==> src/hdl/spi_cmd_consts.svh <==
`ifndef SPI_CMD_CONSTS_SVH
`define SPI_CMD_CONSTS_SVH

// one quad-SPI transfer
`define SPI_NBL_W 4

`define SPI_SETTLE_CYC 8   // ignored cycles after cs_n falls

// payload widths
`define SPI_VTX_W 108
`define SPI_TRI_W 24
`define SPI_CNT_W 8
`define SPI_ID_W 8

// geometry memory
`define SPI_VERT_ADDR_W 13
`define SPI_TRI_ADDR_W 13
`define SPI_MAX_VERT 8192
`define SPI_MAX_TRI 8192

// nibbles per field
`define SPI_VTX_NBL (`SPI_VTX_W / `SPI_NBL_W)
`define SPI_TRI_NBL (`SPI_TRI_W / `SPI_NBL_W)
`define SPI_CNT_NBL (`SPI_CNT_W / `SPI_NBL_W)
`define SPI_ID_NBL (`SPI_ID_W / `SPI_NBL_W)

`endif

==> src/hdl/spi_cmd_pkg.sv <==
`default_nettype none
`include "spi_cmd_consts.svh"

package spi_cmd_pkg;

    typedef logic [`SPI_NBL_W-1:0] nibble_t;
    typedef logic [`SPI_VTX_W-1:0] vertex_t;
    typedef logic [`SPI_TRI_W-1:0] tri_t;     // three vertex indices
    typedef logic [`SPI_CNT_W-1:0] count_t;
    typedef logic [`SPI_ID_W-1:0] buf_id_t;
    typedef logic [`SPI_VERT_ADDR_W-1:0] vert_addr_t;
    typedef logic [`SPI_TRI_ADDR_W-1:0] tri_addr_t;

    typedef enum logic [`SPI_NBL_W-1:0] {
        OP_CREATE_VERT = 4'd1,
        OP_CREATE_TRI  = 4'd2
    } opcode_e;

    // sent back as the last reply nibble
    typedef enum logic [`SPI_NBL_W-1:0] {
        ST_OK             = 4'd0,
        ST_INVALID_OPCODE = 4'd1,
        ST_OUT_OF_MEMORY  = 4'd2
    } status_e;

    typedef enum logic [3:0] {
        PS_OP,
        PS_CNT,
        PS_VERT,
        PS_TRI,
        PS_DONE,    // last item valid cycle
        PS_REPLY
    } parse_state_e;

endpackage

`default_nettype wire

==> src/hdl/buf_allocator.sv <==
`timescale 1ns/10ps
`default_nettype none
`include "spi_cmd_consts.svh"

module buf_allocator #(
    parameter int ADDR_W = 13,
    parameter int CAPACITY = 8192
) (
    input  logic                 sck,
    input  logic                 rst,
    input  logic                 alloc_req,
    input  spi_cmd_pkg::count_t  count,
    output logic                 hdr_valid,
    output spi_cmd_pkg::buf_id_t id,
    output logic [ADDR_W-1:0]    base,
    output spi_cmd_pkg::status_e alloc_status,
    output spi_cmd_pkg::count_t  hdr_count
);
    logic [ADDR_W:0] next_base;   // can reach CAPACITY itself
    logic [ADDR_W+`SPI_CNT_W:0] end_addr;
    spi_cmd_pkg::buf_id_t next_id;
    logic fits;

    assign end_addr = next_base + count;
    assign fits = (end_addr <= CAPACITY);

    always_ff @(posedge sck) begin
        if (rst) begin
            hdr_valid <= 1'b0;
            next_id <= '0;
            next_base <= '0;
            alloc_status <= spi_cmd_pkg::ST_OK;
        end else begin
            hdr_valid <= alloc_req;
            if (alloc_req) begin
                if (fits) begin
                    alloc_status <= spi_cmd_pkg::ST_OK;
                    next_id <= next_id + 1'b1;
                    next_base <= end_addr[ADDR_W:0];
                end else begin
                    alloc_status <= spi_cmd_pkg::ST_OUT_OF_MEMORY;   // nothing advances
                end
            end
        end
    end

    // header fields held until the next request
    always_ff @(posedge sck) begin
        if (alloc_req) begin
            id <= next_id;
            base <= next_base[ADDR_W-1:0];
            hdr_count <= count;
        end
    end

    a_base_in_range: assert property (@(posedge sck) disable iff (rst)
        next_base <= CAPACITY);

endmodule

`default_nettype wire

==> src/hdl/cmd_parser.sv <==
`timescale 1ns/10ps
`default_nettype none
`include "spi_cmd_consts.svh"

module cmd_parser (
    input  logic                 sck,
    input  logic                 rst,
    input  logic                 cs_n,
    input  spi_cmd_pkg::nibble_t spi_in,
    input  spi_cmd_pkg::status_e vert_status,
    input  spi_cmd_pkg::status_e tri_status,
    input  logic                 reply_done,
    output logic                 vert_alloc_req,
    output logic                 tri_alloc_req,
    output spi_cmd_pkg::count_t  count,
    output logic                 vert_valid,
    output spi_cmd_pkg::vertex_t vert_data,
    output logic                 tri_valid,
    output spi_cmd_pkg::tri_t    tri_data,
    output logic                 reply_start,
    output spi_cmd_pkg::opcode_e reply_kind,
    output spi_cmd_pkg::status_e reply_status
);
    localparam int SETTLE_W = $clog2(`SPI_SETTLE_CYC + 1);
    localparam int NBL_CNT_W = $clog2(`SPI_VTX_NBL);

    logic [SETTLE_W-1:0] settle_cnt;
    logic settled;
    logic active;
    spi_cmd_pkg::parse_state_e state;
    spi_cmd_pkg::opcode_e op_kind;
    logic [NBL_CNT_W-1:0] nbl_cnt;   // nibble within count or item
    spi_cmd_pkg::count_t item_cnt;
    logic op_ready;
    logic op_vert;
    logic op_tri;
    logic item_last;

    // input is junk for the first few cycles of a frame
    always_ff @(posedge sck) begin
        if (rst || cs_n) begin
            settle_cnt <= '0;
        end else if (!settled) begin
            settle_cnt <= settle_cnt + 1'b1;
        end
    end

    assign settled = (settle_cnt == SETTLE_W'(`SPI_SETTLE_CYC));
    assign active = !cs_n && settled;

    // opcode may also land on the cycle after the reply ends
    assign op_ready = (state == spi_cmd_pkg::PS_OP) ||
                      (state == spi_cmd_pkg::PS_REPLY && reply_done);
    assign op_vert = (spi_in == spi_cmd_pkg::OP_CREATE_VERT);
    assign op_tri = (spi_in == spi_cmd_pkg::OP_CREATE_TRI);
    assign item_last = (state == spi_cmd_pkg::PS_VERT) ?
                       (nbl_cnt == NBL_CNT_W'(`SPI_VTX_NBL - 1)) :
                       (nbl_cnt == NBL_CNT_W'(`SPI_TRI_NBL - 1));

    assign reply_start = active && ((op_ready && !op_vert && !op_tri) ||
                                    state == spi_cmd_pkg::PS_DONE);
    assign reply_kind = op_kind;

    always_comb begin
        if (state == spi_cmd_pkg::PS_DONE) begin
            reply_status = (op_kind == spi_cmd_pkg::OP_CREATE_TRI) ? tri_status : vert_status;
        end else begin
            reply_status = spi_cmd_pkg::ST_INVALID_OPCODE;
        end
    end

    always_ff @(posedge sck) begin
        if (rst) begin
            state <= spi_cmd_pkg::PS_OP;
            op_kind <= spi_cmd_pkg::OP_CREATE_VERT;
            nbl_cnt <= '0;
            item_cnt <= '0;
            vert_alloc_req <= 1'b0;
            tri_alloc_req <= 1'b0;
            vert_valid <= 1'b0;
            tri_valid <= 1'b0;
        end else begin
            vert_alloc_req <= 1'b0;
            tri_alloc_req <= 1'b0;
            vert_valid <= 1'b0;
            tri_valid <= 1'b0;
            if (cs_n) begin
                state <= spi_cmd_pkg::PS_OP;
            end else if (settled) begin
                case (state)
                    spi_cmd_pkg::PS_OP, spi_cmd_pkg::PS_REPLY: begin
                        if (op_ready) begin
                            nbl_cnt <= '0;
                            if (op_vert || op_tri) begin
                                op_kind <= op_vert ? spi_cmd_pkg::OP_CREATE_VERT :
                                                     spi_cmd_pkg::OP_CREATE_TRI;
                                state <= spi_cmd_pkg::PS_CNT;
                            end else begin
                                state <= spi_cmd_pkg::PS_REPLY;   // status-only reply
                            end
                        end
                    end
                    spi_cmd_pkg::PS_CNT: begin
                        if (nbl_cnt == NBL_CNT_W'(`SPI_CNT_NBL - 1)) begin
                            nbl_cnt <= '0;
                            item_cnt <= '0;
                            vert_alloc_req <= (op_kind == spi_cmd_pkg::OP_CREATE_VERT);
                            tri_alloc_req <= (op_kind == spi_cmd_pkg::OP_CREATE_TRI);
                            state <= (op_kind == spi_cmd_pkg::OP_CREATE_TRI) ?
                                     spi_cmd_pkg::PS_TRI : spi_cmd_pkg::PS_VERT;
                        end else begin
                            nbl_cnt <= nbl_cnt + 1'b1;
                        end
                    end
                    spi_cmd_pkg::PS_VERT, spi_cmd_pkg::PS_TRI: begin
                        if (item_last) begin
                            nbl_cnt <= '0;
                            // no item goes to memory after a failed allocation
                            vert_valid <= (state == spi_cmd_pkg::PS_VERT) &&
                                          (vert_status == spi_cmd_pkg::ST_OK);
                            tri_valid <= (state == spi_cmd_pkg::PS_TRI) &&
                                         (tri_status == spi_cmd_pkg::ST_OK);
                            if (item_cnt == count - 1'b1) begin
                                state <= spi_cmd_pkg::PS_DONE;
                            end else begin
                                item_cnt <= item_cnt + 1'b1;
                            end
                        end else begin
                            nbl_cnt <= nbl_cnt + 1'b1;
                        end
                    end
                    spi_cmd_pkg::PS_DONE: state <= spi_cmd_pkg::PS_REPLY;
                    default: state <= spi_cmd_pkg::PS_OP;
                endcase
            end
        end
    end

    // count, vertex and triangle shifters take the msn first
    always_ff @(posedge sck) begin
        if (active) begin
            if (state == spi_cmd_pkg::PS_CNT) begin
                count <= {count[`SPI_CNT_W-`SPI_NBL_W-1:0], spi_in};
            end
            if (state == spi_cmd_pkg::PS_VERT) begin
                vert_data <= {vert_data[`SPI_VTX_W-`SPI_NBL_W-1:0], spi_in};
            end
            if (state == spi_cmd_pkg::PS_TRI) begin
                tri_data <= {tri_data[`SPI_TRI_W-`SPI_NBL_W-1:0], spi_in};
            end
        end
    end

    // host never asks for an empty buffer
    a_count_nonzero: assert property (@(posedge sck) disable iff (rst)
        (vert_alloc_req || tri_alloc_req) |-> count != '0);

    // serializer drives the bus for the three cycles after reply_start
    a_no_valid_in_reply: assert property (@(posedge sck) disable iff (rst)
        reply_start |=> (!vert_valid && !tri_valid) [*3]);

endmodule

`default_nettype wire

==> src/hdl/reply_serializer.sv <==
`timescale 1ns/10ps
`default_nettype none
`include "spi_cmd_consts.svh"

module reply_serializer (
    input  logic                 sck,
    input  logic                 rst,
    input  logic                 reply_start,
    input  spi_cmd_pkg::opcode_e reply_kind,
    input  spi_cmd_pkg::buf_id_t vert_id,
    input  spi_cmd_pkg::buf_id_t tri_id,
    input  spi_cmd_pkg::status_e reply_status,
    output spi_cmd_pkg::nibble_t spi_out,
    output logic                 spi_oe,
    output logic                 reply_done
);
    localparam int REP_W = `SPI_ID_W + `SPI_NBL_W;
    localparam int LEFT_W = $clog2(`SPI_ID_NBL + 1);

    logic [REP_W-1:0] rep_sr;       // id then status
    logic [LEFT_W-1:0] nbl_left;
    logic status_only;

    assign status_only = (reply_status == spi_cmd_pkg::ST_INVALID_OPCODE);
    assign spi_out = rep_sr[REP_W-1 -: `SPI_NBL_W];

    always_ff @(posedge sck) begin
        if (rst) begin
            spi_oe <= 1'b0;
            nbl_left <= '0;
            reply_done <= 1'b0;
        end else begin
            reply_done <= 1'b0;
            if (reply_start) begin
                spi_oe <= 1'b1;
                nbl_left <= status_only ? '0 : LEFT_W'(`SPI_ID_NBL);
            end else if (spi_oe) begin
                if (nbl_left == '0) begin
                    spi_oe <= 1'b0;
                    reply_done <= 1'b1;
                end else begin
                    nbl_left <= nbl_left - 1'b1;
                end
            end
        end
    end

    always_ff @(posedge sck) begin
        if (reply_start) begin
            if (status_only) begin
                rep_sr <= {reply_status, `SPI_ID_W'(0)};
            end else begin
                rep_sr <= {(reply_kind == spi_cmd_pkg::OP_CREATE_TRI) ? tri_id : vert_id,
                           reply_status};
            end
        end else if (spi_oe) begin
            rep_sr <= rep_sr << `SPI_NBL_W;   // next nibble to the top
        end
    end

    a_oe_max_three: assert property (@(posedge sck) disable iff (rst)
        spi_oe [*3] |=> !spi_oe);

endmodule

`default_nettype wire

==> src/hdl/spi_cmd_top.sv <==
`timescale 1ns/10ps
`default_nettype none
`include "spi_cmd_consts.svh"

module spi_cmd_top (
    input  logic                    sck,
    input  logic                    rst,
    input  logic                    cs_n,
    input  spi_cmd_pkg::nibble_t    spi_in,
    output spi_cmd_pkg::nibble_t    spi_out,
    output logic                    spi_oe,
    output logic                    vert_hdr_valid,
    output spi_cmd_pkg::buf_id_t    vert_id,
    output spi_cmd_pkg::vert_addr_t vert_base,
    output spi_cmd_pkg::count_t     vert_count,
    output logic                    vert_valid,
    output spi_cmd_pkg::vertex_t    vert_data,
    output logic                    tri_hdr_valid,
    output spi_cmd_pkg::buf_id_t    tri_id,
    output spi_cmd_pkg::tri_addr_t  tri_base,
    output spi_cmd_pkg::count_t     tri_count,
    output logic                    tri_valid,
    output spi_cmd_pkg::tri_t       tri_data
);
    logic vert_alloc_req;
    logic tri_alloc_req;
    spi_cmd_pkg::count_t count;
    spi_cmd_pkg::status_e vert_status;
    spi_cmd_pkg::status_e tri_status;
    logic reply_start;
    spi_cmd_pkg::opcode_e reply_kind;
    spi_cmd_pkg::status_e reply_status;
    logic reply_done;

    cmd_parser parser_i (
        .sck, .rst, .cs_n, .spi_in,
        .vert_status, .tri_status, .reply_done,
        .vert_alloc_req, .tri_alloc_req, .count,
        .vert_valid, .vert_data, .tri_valid, .tri_data,
        .reply_start, .reply_kind, .reply_status
    );

    buf_allocator #(.ADDR_W(`SPI_VERT_ADDR_W), .CAPACITY(`SPI_MAX_VERT)) vert_alloc_i (
        .sck, .rst,
        .alloc_req    (vert_alloc_req),
        .count        (count),
        .hdr_valid    (vert_hdr_valid),
        .id           (vert_id),
        .base         (vert_base),
        .alloc_status (vert_status),
        .hdr_count    (vert_count)
    );

    buf_allocator #(.ADDR_W(`SPI_TRI_ADDR_W), .CAPACITY(`SPI_MAX_TRI)) tri_alloc_i (
        .sck, .rst,
        .alloc_req    (tri_alloc_req),
        .count        (count),
        .hdr_valid    (tri_hdr_valid),
        .id           (tri_id),
        .base         (tri_base),
        .alloc_status (tri_status),
        .hdr_count    (tri_count)
    );

    reply_serializer serializer_i (
        .sck, .rst, .reply_start, .reply_kind,
        .vert_id, .tri_id, .reply_status,
        .spi_out, .spi_oe, .reply_done
    );

endmodule

`default_nettype wire

==> config.mk <==
export PLATFORM = sky130hd
export DESIGN_NAME = spi_cmd_top
export DESIGN_NICKNAME = d
export VERILOG_FILES = /design/src/hdl/spi_cmd_pkg.sv /design/src/hdl/buf_allocator.sv /design/src/hdl/cmd_parser.sv /design/src/hdl/reply_serializer.sv /design/src/hdl/spi_cmd_top.sv
export VERILOG_INCLUDE_DIRS = /design/src /design/src/hdl
export SDC_FILE = /design/constraint.sdc
export NUM_CORES = 1
export LEC_CHECK = 0
export ABC_AREA = 0
export CAP_MARGIN = 20
export CORE_MARGIN = 1.5
export CORE_UTILIZATION = 50
export CTS_CLUSTER_DIAMETER = 200
export DETAILED_ROUTE_END_ITERATION = 16
export DONT_BUFFER_PORTS = 1
export PLACE_DENSITY = 0.77
export SLEW_MARGIN = 20
export SYNTH_ARGS = -nofsm -noshare
export SYNTH_HDL_FRONTEND = slang
export SYNTH_SLANG_ARGS = --single-unit
==> constraint.sdc <==
create_clock -name sck -period 9.1 [get_ports sck]
set_input_delay 0.91 -clock sck [delete_from_list [all_inputs] [get_ports sck]]
set_output_delay 0.91 -clock sck [all_outputs]
set_load 0.01 [all_outputs]
## Yosys cells after proc, flatten, opt, wreduce, memory -nomap -nowiden

Cells that the tools add are included.

| word-level totals | value |
|---|---|
| bits in registers | 297 |
| input bits | 7 |

| cells by class | value |
|---|---|
| add/subtract/negate cells | 9 |
| $lt $le $gt $ge | 2 |
| equality and inequality tests | 21 |
| multiplexer cells | 33 |
| bitwise operators | 7 |
| reduce and logical (&&, ||, !) cells | 37 |

Operators with widths:

| kind | number |
|---|---|
| 22-bit by 14-bit <= comparator with 1-bit output (second input constant) | 2 |
| 12-bit two-way mux | 3 |
| 8-bit two-way mux | 4 |
| 14-bit by 8-bit adder with 15-bit output | 2 |
| 8-bit by 1-bit adder with 8-bit output (second input constant) | 3 |
| 4-bit two-way mux | 6 |
| 4-bit by 1-bit == test with 1-bit output (second input constant) | 4 |
| 4-bit by 2-bit == test with 1-bit output (second input constant) | 4 |
| 4-bit case mux with 4 select lines | 1 |
| 8-bit case mux with 2 select lines | 1 |
| 5-bit two-way mux | 3 |
| 5-bit case mux with 3 select lines | 1 |
| 2-bit two-way mux | 7 |
| 4-bit zero test | 3 |
| 2-bit AND reduction | 6 |
| 5-bit AND reduction | 2 |
| 5-bit OR reduction | 2 |
| 4-bit by 3-bit == test with 1-bit output (second input constant) | 2 |
| 8-bit == test | 1 |
| 2-bit by 1-bit != test with 1-bit output (second input constant) | 4 |
| 8-bit by 1-bit subtractor with 8-bit output (second input constant) | 1 |
| 1-bit logical AND | 7 |
| 1-bit NOT | 7 |
| 1-bit two-way mux | 6 |
| 18 further kinds | 27 |

## Longest topological paths before layout

Gate-level depths: netlist of the first run.

| depth | value |
|---|---|
| depth in word-level cells | 9 |
| mapped depth | 12 |
| gate-level depth less buffers | 11 |

## By module

A second synthesis of the first run with hierarchy kept.

| unflattened totals | value |
|---|---|
| cell total of the unflattened synthesis | 875 |
| area, all modules | 11821.3 um^2 |

Modules (own cells, without submodules):

| module | times used | cells each | area each (um^2) | sequential area each (um^2) |
|---|---|---|---|---|
| cmd_parser | 1 | 365 | 5959.5 | 4724.5 |
| buf_allocator | 2 | 222 | 2531.2 | 1351.3 |
| reply_serializer | 1 | 66 | 799.5 | 440.4 |

## Least setup slack after synthesis of the first run

OpenSTA, ideal clock, no wires.

| timing path | value |
|---|---|
| path kind | input -> register |
| start point | input cs_n |
| end point | register parser_i.vert_data[0], enable pin |
| data arrival time | 8.443 ns |
| slack | -0.050 ns |
| cell stages on the path | 3 |
| path buffers | 0 |
| path through | inv_1 -> nand2_1 -> nor3_1 |

| on the way | value |
|---|---|
| word-level cells in the longest chain between the ends | 3 |

Ends and longest elaborated chain:

| item | RTL line | text |
|---|---|---|
| start, declared | spi_cmd_top.sv:8 | `input logic cs_n,` |
| 1-bit zero test | cmd_parser.sv:49 | `assign active = !cs_n && settled;` |
| 1-bit logical AND | cmd_parser.sv:49 |  |
| 2-bit AND reduction (no line) | -- |  |
| end signal, assigned | cmd_parser.sv:146 | `` vert_data <= {vert_data[`SPI_VTX_W-`SPI_NBL_W-1:0], spi_in}; `` |
| end, declared | cmd_parser.sv:17 | `output spi_cmd_pkg::vertex_t vert_data,` |

No other way between the ends.
A chain may end at the register's enable or synchronous reset.

## Worst setup path in the final report of the first run

| timing path | value |
|---|---|
| start point | register parser_i.count[0] |
| end point | register tri_alloc_i.next_id[5] |

| on the way | value |
|---|---|
| word-level cells in the longest chain between the ends | 3 |

Ends and longest elaborated chain:

| item | RTL line | text |
|---|---|---|
| start, declared | cmd_parser.sv:15 | `output spi_cmd_pkg::count_t count,` |
| start signal, assigned | cmd_parser.sv:143 | `` count <= {count[`SPI_CNT_W-`SPI_NBL_W-1:0], spi_in}; `` |
| 14-bit by 8-bit adder with 15-bit output | buf_allocator.sv:24 | `assign end_addr = next_base + count;` |
| 22-bit by 14-bit <= comparator with 1-bit output | buf_allocator.sv:25 | `assign fits = (end_addr <= CAPACITY);` |
| 2-bit AND reduction (no line) | -- |  |
| end signal, assigned | buf_allocator.sv:38 | `next_id <= next_id + 1'b1;` |
| end, declared | buf_allocator.sv:21 | `spi_cmd_pkg::buf_id_t next_id;` |

No other way between the ends.

==> metrics, run 1 <==
last weighted congestion value of the routability-driven placer=0.910; via/cell ratio=5.85; total of warnings raised by yosys=0; Synth area leader=sky130_fd_sc_hd__edfxtp_1; global routing usage summed across all routing layers=0.192; Crit. End Element=flop; Mapped Cells=842; run status=finished clean; Final Hold Violating Endpoints=0; wire per inst=20.1 µm; number of slew-limit violations in the final report=0; number of distinct library cells after synthesis=73; area delta synth->final=10.7%; prevailing post-synth register cell=sky130_fd_sc_hd__edfxtp_1; first-pass GRT wire length=35600 µm; total length of routed wires=23100 µm; I/O Buffers=0; startpoint type of the worst setup path=flop; DRC=0; antenna violations before repair=0; count of endpoints failing setup in the final report=0; worst hold slack across all endpoints=0.458 ns; initial core utilization=0.515; slew of the pin with the lowest slew margin=1.01 ns; M3 GR Usage=0.0575; Global Route met2 Usage=0.315; top post-synthesis cells by count=208 x sky130_fd_sc_hd__edfxtp_1, 78 x sky130_fd_sc_hd__dfxtp_1, 66 x sky130_fd_sc_hd__nor2_1; count of filler cells inserted in the layout=1716; non-filler cells, final=1149; number of H-tree levels=1; CTS Root Cell=sky130_fd_sc_hd__clkbuf_16; clock tree from TritonCTS=done; Chip Height=154 µm; Slowest Stage Delay on Critical Path=0.55 ns; Total Nets Final=882; # clock sinks=286; Clock transition at path regs=0.07 ns; critical path, cell by cell=ha_1 > fa_1 > a21oi_1 > o211ai_1 > a31oi_1 > mux2i_1 > nand4b_1 > o21a_1 > nor4_1 > mux2_2; die span in x=154 µm; number of synthesized flops with an enable pin=208; detailed-routing iteration count for the pre-antenna-repair pass=5; area inside the core boundary=0.0220 mm²; area of combinational cells with multiple inputs=0.00329 mm²; Storage cell area=0.00781 mm²; max cap viols=0; hold_buf cts=0; Max Clock Freq=0.243 GHz; pin count of the biggest net entering global routing=88; worst-path fanout max=27; total via count in the routed design=6726; share of final-layout standard cells stronger than drive strength 1=0.0921; synthesized area=0.0113 mm²; met1 Track Usage GR=0.240; vias in the first global route=6236; number of ports placed on the die boundary=206; startpoint-to-endpoint class of the critical path=flop to flop; violation count after the first detailed-routing iteration=475; most crowded layer after global routing=met2; arrival time reported for the critical path endpoint=4.53 ns; antenna cells=0; final critical path time including I/O delays and setup=4.11 ns; number of buffers added for setup after CTS=0; final cycle utilization of the critical path=0.451; source-to-sink clock delay at the later pin of the worst-skew pair=0.53 ns; net count of the mapped netlist=876; detailed-placement wirelength estimate=15500 µm; R2R setup slack=4.99 ns; crit path max-delay cell type=sky130_fd_sc_hd__a31oi_1; sequential cell area fraction in the yosys report=0.688; Placed Instances=1098; number of buffers added by the clock tree synthesis step=28; Avg Synthesized Cell Area=13.5 µm²; number of cells upsized or downsized after cts=0; unrepaired setup endpoints after global routing=false; most repeated cell in the gate-level netlist after synthesis=sky130_fd_sc_hd__edfxtp_1; Setup Skew=0.00966 ns; ratio of total power to cell area=205 mW/mm²; Yosys reg bits=286; static leakage power=4.14 nW; Req. time, crit path=9.52 ns; grt total ovfl=0; die area=0.0236 mm²; maximum ir drop on the vdd rail=161 µV; row cnt=54; number of nets still failing antenna checks after routing=0; post-route setup TNS=0 ns; top cells by area in the synthesized netlist=sky130_fd_sc_hd__edfxtp_1 55%, sky130_fd_sc_hd__dfxtp_1 14%, sky130_fd_sc_hd__ha_1 2.8%; proportion of netlist area held by the largest area contributor=0.551; HP Class=flop to flop; proportion of register bits with asynchronous set or reset after synthesis=0; clock buffer depth=3; Max-Slew Margin vs Limit=0.325
==> through the flow <==
stage               cell area, µm²  total power, mW  utilization  worst slack, ns
global placement             11600             1.41        0.526             4.91
floorplan                    11300             1.42            -             3.32
detailed placement           11600             1.41        0.526             4.74
global route                 12600             2.65        0.570             4.68
finish                       12600             2.58        0.570             4.99
CTS                          12600             2.60        0.570             4.76
==> path summary, 6_finish.rpt <==
path	startpoint	endpoint	cells past startpoint
worst max-delay path	parser_i.count[0]	tri_alloc_i.next_id[5]	10
worst min-delay path	tri_alloc_i.next_id[5]	tri_alloc_i.id[5]	0
worst max register to register	parser_i.count[0]	tri_alloc_i.next_id[5]	10
worst min register to register	tri_alloc_i.next_id[5]	tri_alloc_i.id[5]	0
==> cell families after synthesis <==
kind of cell             after synthesis  share of synthesized area
AO/OA/AOI/OAI                        152                     0.0894
flip-flops                           286                      0.688
buffers and inverters                 57                     0.0236
AND/OR/NAND/NOR                      258                      0.115
other                                  1                   0.000331
XOR/XNOR                              34                     0.0269
adder cells (fa/ha/maj)               27                     0.0311
multiplexers                          27                     0.0248
==> worst max-delay path, delay by kind of cell, from the launching register on <==
family	cells	cell delay (ns)
compound gates	4	1.46
fa+ha+maj	2	0.76
mux	2	0.63
flops	1	0.54
simple gates	2	0.58
==> flip-flops by register name, indices dropped and copies added (netlist names), 2 cells and up <==
name                    flops
parser_i.vert_data        108
parser_i.tri_data          24
tri_alloc_i.next_base      14
vert_alloc_i.next_base     14
tri_alloc_i.base           13
vert_alloc_i.base          13
serializer_i.rep_sr        10
parser_i.count              8
parser_i.item_cnt           8
tri_alloc_i.hdr_count       8
tri_alloc_i.id              8
tri_alloc_i.next_id         8
vert_alloc_i.hdr_count      8
vert_alloc_i.id             8
vert_alloc_i.next_id        8
parser_i.nbl_cnt            5
parser_i.settle_cnt         4
parser_i.state              3
parser_i.reply_kind         2
serializer_i.nbl_left       2
==> cells in the final DEF (no fill, tap or decap), types with 6 or more instances in the layout <==
cell type                   Yosys  final
sky130_fd_sc_hd__inv_1         26     26
sky130_fd_sc_hd__o31ai_1        9      9
sky130_fd_sc_hd__o21ai_0       30     30
sky130_fd_sc_hd__a21oi_1       47     47
sky130_fd_sc_hd__nor4_1         8      8
sky130_fd_sc_hd__o211ai_1       6      6
sky130_fd_sc_hd__and3_1         6      6
sky130_fd_sc_hd__edfxtp_1     208    208
sky130_fd_sc_hd__a211oi_1       7      7
sky130_fd_sc_hd__a31oi_1        6      6
sky130_fd_sc_hd__or4_1         11     11
sky130_fd_sc_hd__nand2b_1       7      7
sky130_fd_sc_hd__nand4_1        9      9
sky130_fd_sc_hd__or3_1          8      8
sky130_fd_sc_hd__nand3_1       33     33
sky130_fd_sc_hd__dfxtp_1       78     78
sky130_fd_sc_hd__clkbuf_1      14      9
sky130_fd_sc_hd__nor2_1        66     66
sky130_fd_sc_hd__o21a_1         6      6
sky130_fd_sc_hd__clkbuf_16      0     29
sky130_fd_sc_hd__xnor2_1       16     16
sky130_fd_sc_hd__nor3_1        21     19
sky130_fd_sc_hd__or2_2          7      7
sky130_fd_sc_hd__buf_4          7      7
sky130_fd_sc_hd__ha_1          25     25
sky130_fd_sc_hd__nand2_1       46     46
sky130_fd_sc_hd__xor2_1        17     17
sky130_fd_sc_hd__nor2b_1       15     15
sky130_fd_sc_hd__mux2_2         6      6
sky130_fd_sc_hd__mux2i_1       18     18
==> cell type report <==
| cell class | instances | share of cell area |
|---|---|---|
| Clock inverter | 12 | 0.0149 |
| Multi-Input combinational cell | 499 | 0.262 |
| Inverter | 26 | 0.00777 |
| Timing Repair Buffer | 7 | 0.00418 |
| Clock buffer | 39 | 0.0616 |
| Tap cell | 280 | 0.0279 |
| Sequential cell | 286 | 0.622 |
==> where the power goes <==
part	switching (mW)	total (mW)	internal, mW	leakage (nW)
Combinational	0.00339	0.00585	0.00246	1.17
Clock	0.460	1.19	0.733	0.461
Sequential	0.000437	1.38	1.38	2.51
Total	0.464	2.58	2.12	4.14
==> routing by layer <==
metal | vias up | routed length, µm
met2 | 284 | 10900
met4 | 0 | 726
met5 | - | 0
li1 | 3165 | -
met1 | 3233 | 9440
met3 | 44 | 1990
No activity file was read; power rests on OpenSTA's default activity.
==> run 2: changes to the inputs <==
- ABC_AREA: 0 -> 1
- PLACE_DENSITY: 0.77 -> 0.74
- clock period: 9.1 -> 4.2 ns (I/O delays scaled with it)
==> metrics, run 2 <==
first-pass GRT wire length=39000 µm; Final Hold Violating Endpoints=0; # clock sinks=286; relative contribution of the clock network to total power=0.451; ratio of total power to cell area=419 mW/mm²; cell type with the highest occurrence count on the critical path=sky130_fd_sc_hd__nand2_1; critical path, cell by cell=ha_1 > fa_1 > nand3_1 > nand2_1 > nand2_1 > nand2_1 > xnor2_1 > nand2_1 > nor2_1 > nand3_1 > nand2_2 > nand2_1 > nor2_1 > nor2_1; I/O Buffers=0; row cnt=56; startpoint-to-endpoint class of the critical path=flop to flop; proportion of register bits with asynchronous set or reset after synthesis=0; detailed-placement wirelength estimate=16900 µm; switching share of total power=0.192; global routing usage summed across all routing layers=0.201; top post-synthesis cells by count=244 x sky130_fd_sc_hd__nand2_1, 208 x sky130_fd_sc_hd__edfxtp_1, 127 x sky130_fd_sc_hd__nor2_1; number of H-tree levels=1; run status=finished clean; Setup Skew=0.0158 ns; antenna cells=0; Req. time, crit path=4.63 ns; area delta synth->final=10.7%; max cap viols=0; number of slew-limit violations in the final report=0; number of distinct library cells after synthesis=47; Internal Pwr Total=4.45 mW; launch point of the worst path=parser_i.count[0]; start of the worst register-to-register path=parser_i.count[0]; total length of routed wires=25400 µm; number of ports placed on the die boundary=206; Total Nets Final=1166; grt total ovfl=0; proportion of netlist area held by the largest area contributor=0.525; DRC=0; via/cell ratio=5.27; slew of the pin with the lowest slew margin=0.905 ns; clock buffer depth=3; top cells by area in the synthesized netlist=sky130_fd_sc_hd__edfxtp_1 53%, sky130_fd_sc_hd__dfxtp_1 13%, sky130_fd_sc_hd__nand2_1 7.7%; max reg flops=108; net count of the mapped netlist=1152; fin worst setup slack=0.993 ns; Slowest Stage Delay on Critical Path=0.59 ns; maximum ir drop on the vdd rail=316 µV; hold_buf cts=6; total via count in the routed design=7766; detailed-routing iteration count for the pre-antenna-repair pass=4; post-route setup TNS=0 ns; registers with the most flip-flops=parser_i.vert_data (108), parser_i.tri_data (24); Max-Slew Margin vs Limit=0.397; Synth area leader=sky130_fd_sc_hd__edfxtp_1; number of cells upsized or downsized after cts=0; number of nets still failing antenna checks after routing=0; Levels on crit path=14; number of buffers added by the clock tree synthesis step=29; most frequent cells in the layout=244 x sky130_fd_sc_hd__nand2_1, 208 x sky130_fd_sc_hd__edfxtp_1, 126 x sky130_fd_sc_hd__inv_1, 126 x sky130_fd_sc_hd__nor2_1, 105 x sky130_fd_sc_hd__nand3_1; critical path's top delay family=simple AND/OR/NAND/NOR gates; portion of total power attributed to sequential cells=0.542; Mapped Cells=1118; Yosys reg bits=286; die area=0.0247 mm²; clock tree from TritonCTS=done; worst flop-to-flop path endpoint=tri_alloc_i.next_base[2]; vias in the first global route=7189; Max Clock Freq=0.312 GHz; source-to-sink clock delay at the later pin of the worst-skew pair=0.54 ns; Crit. End Element=flop; number of buffers added for setup after CTS=0; most repeated cell in the gate-level netlist after synthesis=sky130_fd_sc_hd__nand2_1; endpoint of the most critical setup path=tri_alloc_i.next_base[2]; cell count of the worst reg-to-reg path=14; initial core utilization=0.508; worst-path fanout max=42; synthesized area=0.0119 mm²; most frequent standard cell in the layout excluding fill and tap cells=sky130_fd_sc_hd__nand2_1; unrepaired setup endpoints after global routing=false; Chip Height=157 µm; final critical path time including I/O delays and setup=3.21 ns; last weighted congestion value of the routability-driven placer=0.919; antenna violations before repair=0; prevailing post-synth register cell=sky130_fd_sc_hd__edfxtp_1; Avg Synthesized Cell Area=10.6 µm²; Clock transition at path regs=0.06 ns; die span in x=157 µm; static leakage power=4.99 nW; count of endpoints failing setup in the final report=0; startpoint type of the worst setup path=flop; Gate power share=0.007; HP Class=input pin to flop; wire per inst=17.3 µm; R2R setup slack=0.99 ns; Buf/Inv on CP=0; area inside the core boundary=0.0234 mm²; violation count after the first detailed-routing iteration=630; worst-case setup slack after placement=1.06 ns; CTS Root Cell=sky130_fd_sc_hd__clkbuf_16; arrival time reported for the critical path endpoint=3.64 ns; register with the most flip-flops=parser_i.vert_data; Post-Layout Inst Area=0.0132 mm²; final core utilization=0.563; pin count of the biggest net entering global routing=109; post-place instance area=0.0122 mm²; sequential cell area fraction in the yosys report=0.657; final cycle utilization of the critical path=0.763; total of warnings raised by yosys=0; number of synthesized flops with an enable pin=208; Net Sw Power=1.06 mW; crit path max-delay cell type=sky130_fd_sc_hd__nand2_2; share of final-layout standard cells stronger than drive strength 1=0.0737
## run 2: metal layers
layer	track usage	up-vias	routed length, µm
met5	0	-	0
met4	0.0660	0	663
met3	0.0504	46	1840
met2	0.348	254	12500
met1	0.246	3689	10400
li1	-	3777	-
## run 2: how the worst min path moves through the flow
stage | cells past startpoint | start | slack (ns) | to
2_1_floorplan | 1 | vert_alloc_i.alloc_status[1] | 0.40 | parser_i.vert_valid
3_3_place_gp | 1 | tri_alloc_i.alloc_status[1] | 0.45 | parser_i.tri_valid
3_5_place_dp | 0 | vert_alloc_i.next_base[7] | 0.45 | vert_alloc_i.base[7]
4_1_cts | 3 | rst | 0.14 | parser_i.state[0]
5_1_grt | 2 | rst | 0.17 | parser_i.state[2]
6_report | 3 | rst | 0.16 | parser_i.state[0]
## run 2: area by class of cell
class / instances / area (µm²)
repair buffers: 12 / 118
flip-flops and latches: 286 / 7810
inverters: 130 / 488
multi-input cells: 673 / 3420
clock inverters: 20 / 188
fillers: 1947 / 10200
well taps: 319 / 399
clock buffers: 33 / 741
## run 2: tightest hold or removal path: cells and delay by family
kind,cells,cell delay (ns)
compound gates,2,0.14
simple gates,1,0.08
## run 2: power by group through the flow
| stage | Clock [mW] | Sequential, mW | Combinational, mW |
|---|---|---|---|
| finish | 2.49 | 2.99 | 0.0365 |
| global route | 2.64 | 2.99 | 0.0418 |
| CTS | 2.55 | 2.99 | 0.0368 |
| detailed placement | 0 | 3.05 | 0.0281 |
| global placement | 0 | 3.05 | 0.0274 |
| floorplan | 0 | 3.05 | 0.0227 |
## run 2: stage by stage
stage          hold WS, ns  total power [mW]  instances
2_1_floorplan        0.399              3.07       1118
3_3_place_gp         0.445              3.08       1414
3_5_place_dp         0.454              3.08       1414
4_1_cts              0.143              5.58       1473
5_1_grt              0.174              5.68       1473
6_report             0.161              5.51       1473
## run 2: kinds of logic (layout without fill, tap and decap cells)
logic type      Yosys count  count (layout)  synth area share
simple gates            532             532             0.194
mux                       5               5           0.00421
other cells               1               1          0.000315
compound gates           89              89            0.0428
buf+inv                 159             195            0.0566
fa+ha+maj                27              27            0.0297
xor+xnor                 19              19            0.0153
flops                   286             286             0.657
==> run 3: changes to the inputs <==
- clock period: 4.2 -> 3.1 ns (I/O delays scaled with it)
==> metrics, run 3 (same netlist as run 2, synthesis figures left out) <==
run status=finished clean; violation count after the first detailed-routing iteration=698; count of filler cells inserted in the layout=1932; die area=0.0247 mm²; launch point of the worst path=vert_alloc_i.next_base[0]; Post-Layout Inst Area=0.0133 mm²; arrival time reported for the critical path endpoint=3.30 ns; area delta synth->final=11.9%; HP Class=input pin to flop; antenna violations before repair=0; detailed-routing iteration count for the pre-antenna-repair pass=8; row cnt=56; first-pass GRT wire length=38500 µm; clock tree from TritonCTS=done; count of endpoints failing setup in the final report=0; Setup Skew=0.00999 ns; number of nets still failing antenna checks after routing=0; startpoint type of the worst setup path=flop; critical path's top delay family=simple AND/OR/NAND/NOR gates; total via count in the routed design=7764; I/O Buffers=0; wire per inst=16.9 µm; Final Power=7.44 mW; max cap viols=0; CTS Root Cell=sky130_fd_sc_hd__clkbuf_16; most frequent cells in the layout=244 x sky130_fd_sc_hd__nand2_1, 208 x sky130_fd_sc_hd__edfxtp_1, 125 x sky130_fd_sc_hd__inv_1, 125 x sky130_fd_sc_hd__nor2_1, 105 x sky130_fd_sc_hd__nand3_1; pin count of the biggest net entering global routing=52; last weighted congestion value of the routability-driven placer=0.953; worst-path fanout max=16; unrepaired setup endpoints after global routing=false; static leakage power=5.09 nW; fin worst setup slack=0.234 ns; DRC=0; Placed Instances=1425; worst-case setup slack after placement=0.227 ns; number of buffers added for setup after CTS=0; grt total ovfl=0; detailed-placement wirelength estimate=17200 µm; hold path start=rst; Max-Slew Margin vs Limit=0.309; maximum ir drop on the vdd rail=442 µV; source-to-sink clock delay at the later pin of the worst-skew pair=0.54 ns; total length of routed wires=25100 µm; final critical path time including I/O delays and setup=2.87 ns; register with the most flip-flops=parser_i.vert_data; most frequent standard cell in the layout excluding fill and tap cells=sky130_fd_sc_hd__nand2_1; share of final-layout standard cells stronger than drive strength 1=0.0883; Worst Hold Path Cells=3; initial core utilization=0.508; Slowest Stage Delay on Critical Path=0.45 ns; Chip Height=157 µm; registers with the most flip-flops=parser_i.vert_data (108), parser_i.tri_data (24); cell count of the worst reg-to-reg path=18; vias in the first global route=7073; cell type with the highest occurrence count on the critical path=sky130_fd_sc_hd__nand2_1; post-route setup TNS=0 ns; post-place instance area=0.0123 mm²; number of ports placed on the die boundary=206; Req. time, crit path=3.53 ns; M3 GR Usage=0.0507; die span in x=157 µm; Levels on crit path=18; Crit. End Element=flop; slew of the pin with the lowest slew margin=1.03 ns; Total Nets Final=1177; non-filler cells, final=1485; number of slew-limit violations in the final report=0; met1 Track Usage GR=0.245; area inside the core boundary=0.0234 mm²; most crowded layer after global routing=met2; via/cell ratio=5.23; Max Clock Freq=0.349 GHz; # clock sinks=286; global routing usage summed across all routing layers=0.198; number of buffers added by the clock tree synthesis step=29; start of the worst register-to-register path=vert_alloc_i.next_base[0]; Global Route met2 Usage=0.335; Final Hold Violating Endpoints=0; max reg flops=108; clock buffer depth=3; crit path max-delay cell type=sky130_fd_sc_hd__dfxtp_1; critical path, cell by cell=ha_2 > inv_1 > fa_1 > inv_1 > nand3_1 > nand3_2 > nand2_1 > nand2_1 > nand3_1 > nand2_1 > nand3_1 > nor2_2 > nand3_2 > nand2_8 > buf_4 > nand3b_1 > nand2_1 > nor2_1; startpoint-to-endpoint class of the critical path=flop to flop; Buf/Inv on CP=3; antenna cells=0; final cycle utilization of the critical path=0.925; Clock transition at path regs=0.06 ns; number of H-tree levels=1; ratio of total power to cell area=559 mW/mm²
[run 3: changes by cell type in the layout (fill, tap and decap cells not counted), moves of 2 or more]
cell,change
sky130_fd_sc_hd__clkbuf_8,+2
sky130_fd_sc_hd__clkinvlp_4,-2
sky130_fd_sc_hd__bufinv_16,-2
sky130_fd_sc_hd__clkinv_1,-3
sky130_fd_sc_hd__clkinv_2,+4
sky130_fd_sc_hd__buf_4,+8
sky130_fd_sc_hd__buf_12,+3
[run 3: repair_timing]
item / 4_1_cts / 5_1_grt
hold buffers: 6 / 0
endpoints found under the setup margin: 0 / 10
resized for setup: 0 / 2
hold endpoints to repair: 21 / 0
[run 3: report_power, final]
group / total [mW] / leakage (nW) / switching (mW) / internal [mW]
Combinational: 0.0496 / 2.22 / 0.0325 / 0.0171
Clock: 3.34 / 0.454 / 1.43 / 1.91
Sequential: 4.05 / 2.41 / 0.00105 / 4.05
Total: 7.44 / 5.09 / 1.46 / 5.98
[run 3: worst register-to-register path, cell delays in order, from the launching register on]
cell and delay, ns:
sky130_fd_sc_hd__dfxtp_1 0.45, sky130_fd_sc_hd__ha_2 0.30, sky130_fd_sc_hd__inv_1 0.08, sky130_fd_sc_hd__fa_1 0.41
sky130_fd_sc_hd__inv_1 0.12, sky130_fd_sc_hd__nand3_1 0.09, sky130_fd_sc_hd__nand3_2 0.10, sky130_fd_sc_hd__nand2_1 0.08
sky130_fd_sc_hd__nand2_1 0.08, sky130_fd_sc_hd__nand3_1 0.08, sky130_fd_sc_hd__nand2_1 0.11, sky130_fd_sc_hd__nand3_1 0.09
sky130_fd_sc_hd__nor2_2 0.11, sky130_fd_sc_hd__nand3_2 0.12, sky130_fd_sc_hd__nand2_8 0.15, sky130_fd_sc_hd__buf_4 0.20
sky130_fd_sc_hd__nand3b_1 0.09, sky130_fd_sc_hd__nand2_1 0.07, sky130_fd_sc_hd__nor2_1 0.04
[run 3: worst paths after layout]
check	endpoint	slack, ns
max	vert_alloc_i.next_id[1]	0.23
min	parser_i.settle_cnt[3]	0.04
max reg2reg	vert_alloc_i.next_id[1]	0.23
min reg2reg	parser_i.vert_valid	0.42
[run 3: layer usage]
| metal | share of wire | vias to the layer above |
|---|---|---|
| li1 | - | 3811 |
| met5 | 0 | - |
| met1 | 0.40 | 3622 |
| met4 | 0.034 | 0 |
| met3 | 0.080 | 53 |
| met2 | 0.48 | 278 |
[run 3: final cells by class]
| class | instances | area, µm² | area share |
|---|---|---|---|
| clock buffers | 36 | 793 | 0.0596 |
| clock inverters | 18 | 133 | 0.00997 |
| inverters | 130 | 488 | 0.0367 |
| multi-input cells | 673 | 3440 | 0.259 |
| flip-flops and latches | 286 | 7810 | 0.587 |
| well taps | 319 | 399 | 0.0300 |
| repair buffers | 23 | 238 | 0.0179 |
[run 3: metrics by stage]
stage           util  hold WS [ns]
2_1_floorplan      -         0.386
3_3_place_gp   0.526         0.383
3_5_place_dp   0.526         0.385
4_1_cts        0.568        0.0128
5_1_grt        0.568        0.0575
6_report       0.568        0.0396
